`src/riscv_pkg.sv`:
```
package riscv_pkg;

    // datapath and register file geometry
    localparam int xlen       = 32;
    localparam int reg_count  = 32;
    localparam int reg_addr_w = 5;

    // instruction write: request sample to ack, in clock edges
    localparam int ack_latency_instr = 3;

    // byte addresses on the wishbone bus
    localparam logic [7:0] addr_instr    = 8'h00;
    localparam logic [7:0] addr_result   = 8'h04;
    localparam logic [7:0] addr_flags    = 8'h08;
    // bit 7 selects the register file, bits 6..2 give the index
    localparam logic [7:0] addr_reg_base = 8'h80;

    typedef enum logic [3:0] {
        alu_op_add  = 4'd0,
        alu_op_sub  = 4'd1,
        alu_op_slt  = 4'd2,
        alu_op_sltu = 4'd3,
        alu_op_and  = 4'd4,
        alu_op_or   = 4'd5,
        alu_op_xor  = 4'd6,
        alu_op_sll  = 4'd7,
        alu_op_srl  = 4'd8,
        alu_op_sra  = 4'd9
    } alu_op_e;

    // major opcodes, instr[6:0]
    typedef enum logic [6:0] {
        opc_op     = 7'b0110011,
        opc_op_imm = 7'b0010011,
        opc_lui    = 7'b0110111
    } opcode_e;

    typedef enum logic [1:0] {
        st_idle    = 2'd0,
        st_decode  = 2'd1,
        st_execute = 2'd2,
        st_respond = 2'd3
    } exec_state_e;

    // read back at addr_flags in bits 4..0, overflow in bit 0
    typedef struct packed {
        logic illegal;
        logic negative;
        logic zero;
        logic carry;
        logic overflow;
    } alu_flags_t;

endpackage

```
`src/alu.sv`:
```
`timescale 1ns/1ps

module alu (
    input  logic [riscv_pkg::xlen-1:0] a,
    input  logic [riscv_pkg::xlen-1:0] b,
    input  riscv_pkg::alu_op_e         op,
    output logic [riscv_pkg::xlen-1:0] res,
    output riscv_pkg::alu_flags_t      flags
);

    logic [riscv_pkg::xlen-1:0] b_op;
    logic                       cin;
    logic [riscv_pkg::xlen-1:0] sum;
    logic                       co;
    logic                       ov_raw;
    logic                       use_adder;
    logic [4:0]                 shamt;

    // shift amount is the low five bits of b
    assign shamt = b[4:0];

    // sub and both compares go through the inverted b path
    always_comb begin
        case (op)
            riscv_pkg::alu_op_sub,
            riscv_pkg::alu_op_slt,
            riscv_pkg::alu_op_sltu: begin
                b_op = ~b;
                cin  = 1'b1;
            end
            default: begin
                b_op = b;
                cin  = 1'b0;
            end
        endcase
    end

    // single shared adder with carry out
    assign {co, sum} = {1'b0, a} + {1'b0, b_op} + {{riscv_pkg::xlen{1'b0}}, cin};

    // same-sign operands giving a result of the other sign
    assign ov_raw = (a[31] == b_op[31]) && (sum[31] != a[31]);

    always_comb begin
        case (op)
            riscv_pkg::alu_op_add:  res = sum;
            riscv_pkg::alu_op_sub:  res = sum;
            // signed less-than from the difference
            riscv_pkg::alu_op_slt:  res = {31'b0, sum[31] ^ ov_raw};
            // borrow means a < b unsigned
            riscv_pkg::alu_op_sltu: res = {31'b0, ~co};
            riscv_pkg::alu_op_and:  res = a & b;
            riscv_pkg::alu_op_or:   res = a | b;
            riscv_pkg::alu_op_xor:  res = a ^ b;
            riscv_pkg::alu_op_sll:  res = a << shamt;
            riscv_pkg::alu_op_srl:  res = a >> shamt;
            riscv_pkg::alu_op_sra:  res = $unsigned($signed(a) >>> shamt);
            default:                res = '0;
        endcase
    end

    // ops that report the adder carry
    always_comb begin
        case (op)
            riscv_pkg::alu_op_add,
            riscv_pkg::alu_op_sub,
            riscv_pkg::alu_op_slt,
            riscv_pkg::alu_op_sltu: use_adder = 1'b1;
            default:                use_adder = 1'b0;
        endcase
    end

    always_comb begin
        flags          = '0;
        // overflow only meaningful for add and sub
        flags.overflow = ((op == riscv_pkg::alu_op_add) || (op == riscv_pkg::alu_op_sub))
                         && ov_raw;
        flags.carry    = use_adder && co;
        flags.zero     = (res == '0);
        flags.negative = res[31];
        // illegal comes from the controller
        flags.illegal  = 1'b0;
    end

endmodule

```
`src/exec_ctrl.sv`:
```
`timescale 1ns/1ps

module exec_ctrl (
    input  logic                             clk,
    input  logic                             rst_n,
    // wishbone classic slave
    input  logic                             cyc,
    input  logic                             stb,
    input  logic                             we,
    input  logic [7:0]                       adr,
    input  logic [riscv_pkg::xlen-1:0]       dat_i,
    output logic [riscv_pkg::xlen-1:0]       dat_o,
    output logic                             ack,
    // decoder
    output logic [31:0]                      instr,
    input  logic [riscv_pkg::reg_addr_w-1:0] rs1,
    input  logic [riscv_pkg::reg_addr_w-1:0] rs2,
    input  logic [riscv_pkg::reg_addr_w-1:0] rd,
    input  logic [riscv_pkg::xlen-1:0]       imm,
    input  riscv_pkg::alu_op_e               alu_op,
    input  logic                             use_imm,
    input  logic                             zero_a,
    input  logic                             writes_rd,
    input  logic                             illegal,
    // register file
    output logic [riscv_pkg::reg_addr_w-1:0] raddr_a,
    output logic [riscv_pkg::reg_addr_w-1:0] raddr_b,
    input  logic [riscv_pkg::xlen-1:0]       rdata_a,
    input  logic [riscv_pkg::xlen-1:0]       rdata_b,
    output logic                             rf_we,
    output logic [riscv_pkg::reg_addr_w-1:0] rf_waddr,
    output logic [riscv_pkg::xlen-1:0]       rf_wdata,
    // alu
    output logic [riscv_pkg::xlen-1:0]       alu_a,
    output logic [riscv_pkg::xlen-1:0]       alu_b,
    output riscv_pkg::alu_op_e               alu_op_out,
    input  logic [riscv_pkg::xlen-1:0]       alu_res,
    input  riscv_pkg::alu_flags_t            alu_flags
);

    riscv_pkg::exec_state_e     state;
    logic                       instr_op;
    logic [riscv_pkg::xlen-1:0] result_q;
    riscv_pkg::alu_flags_t      flags_q;
    logic [riscv_pkg::xlen-1:0] exec_res;
    riscv_pkg::alu_flags_t      exec_flags;
    logic                       req;
    logic                       wb_reg;
    logic [riscv_pkg::xlen-1:0] rd_data;

    // no new request while the previous ack is still out
    assign req    = cyc && stb && !ack;
    assign wb_reg = adr[7] && !instr_op;

    // wishbone index for bus register access, rs1 while executing
    assign raddr_a = wb_reg ? adr[6:2] : rs1;
    assign raddr_b = rs2;

    // write port, both sources commit in respond
    assign rf_we    = (state == riscv_pkg::st_respond) &&
                      (instr_op ? writes_rd : (wb_reg && we));
    assign rf_waddr = instr_op ? rd : adr[6:2];
    assign rf_wdata = instr_op ? exec_res : dat_i;

    // read data mux for bus reads
    always_comb begin
        if (adr[7]) begin
            rd_data = rdata_a;
        end else begin
            case (adr)
                riscv_pkg::addr_instr:  rd_data = instr;
                riscv_pkg::addr_result: rd_data = result_q;
                riscv_pkg::addr_flags:  rd_data = {27'b0, flags_q};
                default:                rd_data = '0;
            endcase
        end
    end

    always_ff @(posedge clk) begin
        if (!rst_n) begin
            state    <= riscv_pkg::st_idle;
            ack      <= 1'b0;
            instr_op <= 1'b0;
            instr    <= '0;
            result_q <= '0;
            flags_q  <= '0;
        end else begin
            ack <= 1'b0;
            case (state)
                riscv_pkg::st_idle: begin
                    if (req) begin
                        if (we && (adr == riscv_pkg::addr_instr)) begin
                            instr    <= dat_i;
                            instr_op <= 1'b1;
                            state    <= riscv_pkg::st_decode;
                        end else begin
                            state <= riscv_pkg::st_respond;
                        end
                    end
                end
                riscv_pkg::st_decode: begin
                    state <= riscv_pkg::st_execute;
                end
                riscv_pkg::st_execute: begin
                    state <= riscv_pkg::st_respond;
                end
                riscv_pkg::st_respond: begin
                    ack      <= 1'b1;
                    instr_op <= 1'b0;
                    state    <= riscv_pkg::st_idle;
                    if (instr_op) begin
                        if (illegal) begin
                            result_q         <= '0;
                            flags_q          <= '0;
                            flags_q.illegal  <= 1'b1;
                        end else begin
                            result_q <= exec_res;
                            flags_q  <= exec_flags;
                        end
                    end
                end
                default: begin
                    state <= riscv_pkg::st_idle;
                end
            endcase
        end
    end

    // datapath registers
    always_ff @(posedge clk) begin
        if (state == riscv_pkg::st_decode) begin
            alu_a      <= zero_a ? '0 : rdata_a;
            alu_b      <= use_imm ? imm : rdata_b;
            alu_op_out <= alu_op;
        end
        if (state == riscv_pkg::st_execute) begin
            exec_res   <= alu_res;
            exec_flags <= alu_flags;
        end
        if ((state == riscv_pkg::st_respond) && !instr_op && !we) begin
            dat_o <= rd_data;
        end
    end

endmodule

```
`src/exec_top.sv`:
```
`timescale 1ns/1ps

module exec_top (
    input  logic                       clk,
    input  logic                       rst_n,
    input  logic                       cyc,
    input  logic                       stb,
    input  logic                       we,
    input  logic [7:0]                 adr,
    input  logic [riscv_pkg::xlen-1:0] dat_i,
    // byte lanes ignored, full-word access only
    input  logic [3:0]                 sel,
    output logic [riscv_pkg::xlen-1:0] dat_o,
    output logic                       ack
);

    logic [31:0]                      instr;
    logic [riscv_pkg::reg_addr_w-1:0] rs1;
    logic [riscv_pkg::reg_addr_w-1:0] rs2;
    logic [riscv_pkg::reg_addr_w-1:0] rd;
    logic [riscv_pkg::xlen-1:0]       imm;
    riscv_pkg::alu_op_e               dec_alu_op;
    logic                             use_imm;
    logic                             zero_a;
    logic                             writes_rd;
    logic                             illegal;

    logic [riscv_pkg::reg_addr_w-1:0] raddr_a;
    logic [riscv_pkg::reg_addr_w-1:0] raddr_b;
    logic [riscv_pkg::xlen-1:0]       rdata_a;
    logic [riscv_pkg::xlen-1:0]       rdata_b;
    logic                             rf_we;
    logic [riscv_pkg::reg_addr_w-1:0] rf_waddr;
    logic [riscv_pkg::xlen-1:0]       rf_wdata;

    logic [riscv_pkg::xlen-1:0]       alu_a;
    logic [riscv_pkg::xlen-1:0]       alu_b;
    riscv_pkg::alu_op_e               alu_op;
    logic [riscv_pkg::xlen-1:0]       alu_res;
    riscv_pkg::alu_flags_t            alu_flags;

    exec_ctrl u_ctrl (
        .clk        (clk),
        .rst_n      (rst_n),
        .cyc        (cyc),
        .stb        (stb),
        .we         (we),
        .adr        (adr),
        .dat_i      (dat_i),
        .dat_o      (dat_o),
        .ack        (ack),
        .instr      (instr),
        .rs1        (rs1),
        .rs2        (rs2),
        .rd         (rd),
        .imm        (imm),
        .alu_op     (dec_alu_op),
        .use_imm    (use_imm),
        .zero_a     (zero_a),
        .writes_rd  (writes_rd),
        .illegal    (illegal),
        .raddr_a    (raddr_a),
        .raddr_b    (raddr_b),
        .rdata_a    (rdata_a),
        .rdata_b    (rdata_b),
        .rf_we      (rf_we),
        .rf_waddr   (rf_waddr),
        .rf_wdata   (rf_wdata),
        .alu_a      (alu_a),
        .alu_b      (alu_b),
        .alu_op_out (alu_op),
        .alu_res    (alu_res),
        .alu_flags  (alu_flags)
    );

    instr_decode u_decode (
        .instr     (instr),
        .rs1       (rs1),
        .rs2       (rs2),
        .rd        (rd),
        .imm       (imm),
        .alu_op    (dec_alu_op),
        .use_imm   (use_imm),
        .zero_a    (zero_a),
        .writes_rd (writes_rd),
        .illegal   (illegal)
    );

    reg_file u_regs (
        .clk     (clk),
        .rst_n   (rst_n),
        .raddr_a (raddr_a),
        .raddr_b (raddr_b),
        .rdata_a (rdata_a),
        .rdata_b (rdata_b),
        .we      (rf_we),
        .waddr   (rf_waddr),
        .wdata   (rf_wdata)
    );

    alu u_alu (
        .a     (alu_a),
        .b     (alu_b),
        .op    (alu_op),
        .res   (alu_res),
        .flags (alu_flags)
    );

endmodule

```
`src/instr_decode.sv`:
```
`timescale 1ns/1ps

module instr_decode (
    input  logic [31:0]                      instr,
    output logic [riscv_pkg::reg_addr_w-1:0] rs1,
    output logic [riscv_pkg::reg_addr_w-1:0] rs2,
    output logic [riscv_pkg::reg_addr_w-1:0] rd,
    output logic [riscv_pkg::xlen-1:0]       imm,
    output riscv_pkg::alu_op_e               alu_op,
    output logic                             use_imm,
    output logic                             zero_a,
    output logic                             writes_rd,
    output logic                             illegal
);

    riscv_pkg::opcode_e opcode;
    logic [2:0]         funct3;
    logic [6:0]         funct7;
    riscv_pkg::alu_op_e funct_op;

    assign opcode = riscv_pkg::opcode_e'(instr[6:0]);
    assign funct3 = instr[14:12];
    assign funct7 = instr[31:25];
    assign rd     = instr[11:7];
    assign rs1    = instr[19:15];
    assign rs2    = instr[24:20];

    // funct3 to alu op, funct7[5] picks sub and sra
    always_comb begin
        case (funct3)
            3'b000:  funct_op = funct7[5] ? riscv_pkg::alu_op_sub : riscv_pkg::alu_op_add;
            3'b001:  funct_op = riscv_pkg::alu_op_sll;
            3'b010:  funct_op = riscv_pkg::alu_op_slt;
            3'b011:  funct_op = riscv_pkg::alu_op_sltu;
            3'b100:  funct_op = riscv_pkg::alu_op_xor;
            3'b101:  funct_op = funct7[5] ? riscv_pkg::alu_op_sra : riscv_pkg::alu_op_srl;
            3'b110:  funct_op = riscv_pkg::alu_op_or;
            default: funct_op = riscv_pkg::alu_op_and;
        endcase
    end

    always_comb begin
        alu_op    = riscv_pkg::alu_op_add;
        imm       = {{20{instr[31]}}, instr[31:20]};
        use_imm   = 1'b0;
        zero_a    = 1'b0;
        writes_rd = 1'b0;
        illegal   = 1'b0;
        case (opcode)
            riscv_pkg::opc_op: begin
                alu_op    = funct_op;
                writes_rd = 1'b1;
            end
            riscv_pkg::opc_op_imm: begin
                use_imm   = 1'b1;
                writes_rd = 1'b1;
                // no subi, funct7 only matters for shifts
                if (funct3 == 3'b000) begin
                    alu_op = riscv_pkg::alu_op_add;
                end else begin
                    alu_op = funct_op;
                end
                if ((funct3 == 3'b001 || funct3 == 3'b101) &&
                    (funct7 != 7'h00) && (funct7 != 7'h20)) begin
                    illegal   = 1'b1;
                    writes_rd = 1'b0;
                end
            end
            riscv_pkg::opc_lui: begin
                // 0 + upper immediate
                imm       = {instr[31:12], 12'b0};
                use_imm   = 1'b1;
                zero_a    = 1'b1;
                writes_rd = 1'b1;
            end
            default: begin
                illegal = 1'b1;
            end
        endcase
    end

endmodule

```
`src/reg_file.sv`:
```
`timescale 1ns/1ps

module reg_file (
    input  logic                             clk,
    input  logic                             rst_n,
    input  logic [riscv_pkg::reg_addr_w-1:0] raddr_a,
    input  logic [riscv_pkg::reg_addr_w-1:0] raddr_b,
    output logic [riscv_pkg::xlen-1:0]       rdata_a,
    output logic [riscv_pkg::xlen-1:0]       rdata_b,
    input  logic                             we,
    input  logic [riscv_pkg::reg_addr_w-1:0] waddr,
    input  logic [riscv_pkg::xlen-1:0]       wdata
);

    // x0 has no storage
    logic [riscv_pkg::xlen-1:0] regs [1:riscv_pkg::reg_count-1];

    always_ff @(posedge clk) begin
        if (!rst_n) begin
            for (int i = 1; i < riscv_pkg::reg_count; i++) begin
                regs[i] <= '0;
            end
        end else if (we && (waddr != '0)) begin
            regs[waddr] <= wdata;
        end
    end

    // asynchronous reads, index 0 is hardwired zero
    always_comb begin
        if (raddr_a == '0) begin
            rdata_a = '0;
        end else begin
            rdata_a = regs[raddr_a];
        end
    end

    always_comb begin
        if (raddr_b == '0) begin
            rdata_b = '0;
        end else begin
            rdata_b = regs[raddr_b];
        end
    end

endmodule

```
`config.mk`:
```
export PLATFORM = sky130hd
export DESIGN_NAME = exec_top
export DESIGN_NICKNAME = d
export VERILOG_FILES = /design/src/riscv_pkg.sv /design/src/alu.sv /design/src/exec_ctrl.sv /design/src/exec_top.sv /design/src/instr_decode.sv /design/src/reg_file.sv
export SDC_FILE = /design/constraint.sdc
export NUM_CORES = 2
export LEC_CHECK = 0
export BUFFER_PORTS_ARGS = -buffer_cell sky130_fd_sc_hd__buf_2
export CAP_MARGIN = 20
export CORE_MARGIN = 4
export CORE_UTILIZATION = 58
export DETAILED_ROUTE_END_ITERATION = 10
export GPL_TIMING_DRIVEN = 1
export PLACE_DENSITY_LB_ADDON = 0.05
export SYNTH_ARGS = -nofsm -noshare
export SYNTH_HDL_FRONTEND = slang
export SYNTH_SLANG_ARGS = --single-unit
```
`constraint.sdc`:
```
create_clock -name clk -period 4.99 [get_ports clk]
set_input_delay 0.2495 -clock clk [delete_from_list [all_inputs] [get_ports clk]]
set_output_delay 0.2495 -clock clk [all_outputs]
set_load 0.1 [all_outputs]
```
==> results by group <==
Global route
  – Total global-route track usage: between 40% and 50%
  – Antenna violations before repair: 14
  – Pin count of the biggest net entering global routing: between 100 and 150
  – First-pass GRT wire length: between 300000 and 400000 um
  – Vias in the first global route: 56.4k
  – Gr ovfl total: 0

Power
  – Pwr/cell area: ~450 nW/um^2
  – Max IR drop VDD: between 0.0004 and 0.0005 V
  – Total design power: roughly 0.036 W
  – Leak: approximately 29 nW

Die
  – I/O pin total: slightly above 80
  – Initial Util: 58.7%
  – Die X: approximately 360 um
  – Std-Cell Rows: 127
  – Die H: approximately 360 um
  – DIE AREA: 127000 sq um
  – Core area: roughly 120000 sq um

Finish
  – Ratio of cells with drive above 1 in the final layout: 16.6%
  – Fillers: slightly above 9k
  – Final net count: slightly below 7k
  – Synth-to-layout area growth: 12.3%

Worst setup path
  – CP Data Arrival Time: approximately 5300 ps
  – WS Path Type: reg2reg
  – CP startpoint kind: register
  – Crit-path max FO: 12
  – Critical Path RT: 5650 ps
  – Crit path cell chain: nor3_2, buf_4, xnor2_1, ha_1, a21oi_1, o211ai_1, a41oi_1, nand2_1, xnor2_1, o21ai_0, or4b_1, nor4b_2, and4_1, and4b_1
  – CP endpoint kind: register
  – Worst path most repeated cell: xnor2_1
  – Peak per-stage delay on the critical path: about 640 ps
  – CP max stage cell: or4b_1

Synthesis
  – Top cells by count, synth: nand2_1 (1333), edfxtp_1 (1159), nor2_1 (1112)
  – Avg Cell Area, Syn: 10.5 sq um
  – Synth Instances: around 6.7k
  – Fraction of registers with async set/reset: 0%
  – Most frequent cell after synthesis: nand2_1
  – Synth Flop Type: edfxtp_1
  – Largest area contributor in the netlist: edfxtp_1
  – EDFF count, synth: 1159
  – Seq cells post-synth: ~1.2k
  – Register area share after synthesis: between 50% and 60%
  – Share of the synthesized area in the top cell type: between 40 and 50%
  – Synth area leaders: edfxtp_1 (49%), mux4_2 (12%), nand2_1 (7.1%)
  – Synth Cell Area: just over 70000 sq um
  – Synthesis Warnings: 0
  – Cell variety after synth: between 80 and 90

Clock tree
  – Num Clock Sinks: 1236
  – Longest Clk Path Bufs: 3
  – CTS buffer count: approximately 140
  – Post-cts sizing count: 0
  – CTS root buf: clkbuf_16
  – Clk pin slew, worst setup/hold paths: approximately 60 ps
  – Skew-Pair Late Insertion Delay: 800 ps
  – CTS tree: yes
  – H-tree depth: 4

Timing
  – Post-route minimum period: 4610 ps
  – Max-slew violation count: 0
  – Fin Setup TNS: 0 ps
  – Unrepaired setup endpoints after global routing: no
  – Relative slew margins: between 20% and 30%
  – Final setup violation count: 0
  – Fmax: between 0.2 and 0.25 GHz
  – Post-Route Skew: 26.2 ps
  – Worst-margin pin slew: about 1100 ps
  – Final hold slack: ~140 ps
  – Part of the cycle the worst path needs: slightly above 90%
  – Final hold violation count: 0

Placement
  – Routability congestion estimate: 1.02
  – I/O Buffers: slightly below 80
  – DP Wirelength: between 150000 and 200000 um

Routing
  – 1st-pass router iterations: 7
  – Vias/cell: roughly 7.1
  – DRT iter0 DRCs: just over 10k
  – Routed Antenna Nets: 0
  – DRC viols: 0
  – Via count: about 59k
  – Post-Route WL: 280000 um
  – Per-cell routed wire length: between 30 and 40 um

Worst hold path
  – Type of the worst min-delay path: in2reg

Run status
  – Outcome: completed

Run
  – Number of max-cap violations: 0
## where the power goes
group          total (W)  switching (W)  internal [W]
Combinational     0.0129        0.00863       0.00428
Sequential        0.0131       0.000854        0.0122
Clock            0.00977        0.00431       0.00546
Total             0.0357         0.0138        0.0219
## layer usage
| layer | up-vias | track usage, % | routed length (um) |
|---|---|---|---|
| met3 | 1070 | 14.6 | 41800 |
| met5 | - | 0 | 54 |
| met1 | 28857 | 55.7 | 94900 |
| li1 | 24384 | - | - |
| met4 | 10 | 26.7 | 21100 |
| met2 | 4884 | 65.1 | 123000 |
## critical path: cells and delay by family, from the launching register on
family	cells	cell delay, ps
fa+ha+maj	1	340
compound gates	4	1130
buf+inv	1	300
simple gates	6	1860
xor+xnor	2	420
flops	1	420
## layout make-up
type	instances	area, sq um	share of cell area (%)
Sequential cell	1236	36400	45.9
Multi-Input combinational cell	4724	32100	40.5
Timing Repair Buffer	440	4120	5.20
Clock buffer	185	3670	4.63
Tap cell	1612	2020	2.55
Clock inverter	61	548	0.692
Inverter	119	447	0.564
Antenna cell	6	15.0	0.0189
## flip-flops by register name (all words and copies together) (netlist names), named ones only
name and flops:
u_regs.regs 1024, u_ctrl.alu_a 32, u_ctrl.alu_b 32, u_ctrl.dat_o 32, u_ctrl.instr 32, u_ctrl.exec_res 31, u_ctrl.result_q 31, u_ctrl.flags_q 5
u_ctrl.alu_op_out 4, u_ctrl.exec_flags 4, u_ctrl.state 2, u_ctrl.ack 1, u_ctrl.instr_op 1
## per-stage QoR
step	area, sq um	util (%)	worst slack (ps)	std cells
floorplan	70700	-	125	6728
global placement	74400	61.9	564	8087
detailed placement	74600	62.1	580	8095
finish	79200	65.9	382	8383
CTS	79200	65.8	560	8374
global route	79200	65.9	258	8377
## final timing paths
check	from	to	slack, ps	cells past startpoint
worst max-delay path	u_ctrl.alu_op_out[3]	u_ctrl.exec_flags[2]	380	14
worst max register to register	u_ctrl.alu_op_out[3]	u_ctrl.exec_flags[2]	380	14
worst min-delay path	rst_n	u_ctrl.ack	140	3
worst min register to register	u_ctrl.result_q[12]	u_ctrl.result_q[12]	460	2
## cells by family (layout without fill, tap and decap cells)
family	Yosys count	count (layout)	synth area share, %
DFF	1236	1236	51.5
other	1	38	0.00532
buffers and inverters	768	805	4.23
AOI/OAI and AO/OA	896	896	8.98
and+or+nand+nor	3076	3076	18.1
adders and majority gates	105	105	1.87
muxes	566	566	14.7
xor gates and xnor gates	49	49	0.608
## repair_timing
action / CTS / global route
buffers inserted: 0 / 0
endpoints found under the hold margin: 41 / 0
hold buffers: 33 / 0
## cells in the final DEF (no fill, tap or decap), types with 125 or more instances in the layout
cell type  count
mux2i_1      125
nor2_1      1110
edfxtp_1    1159
clkbuf_16    139
a311oi_1     196
nand2_1     1271
buf_4        260
a21oi_1      151
and3_1       143
nand3_1      311
mux4_2       373
Power figures use the tool's default switching activity.
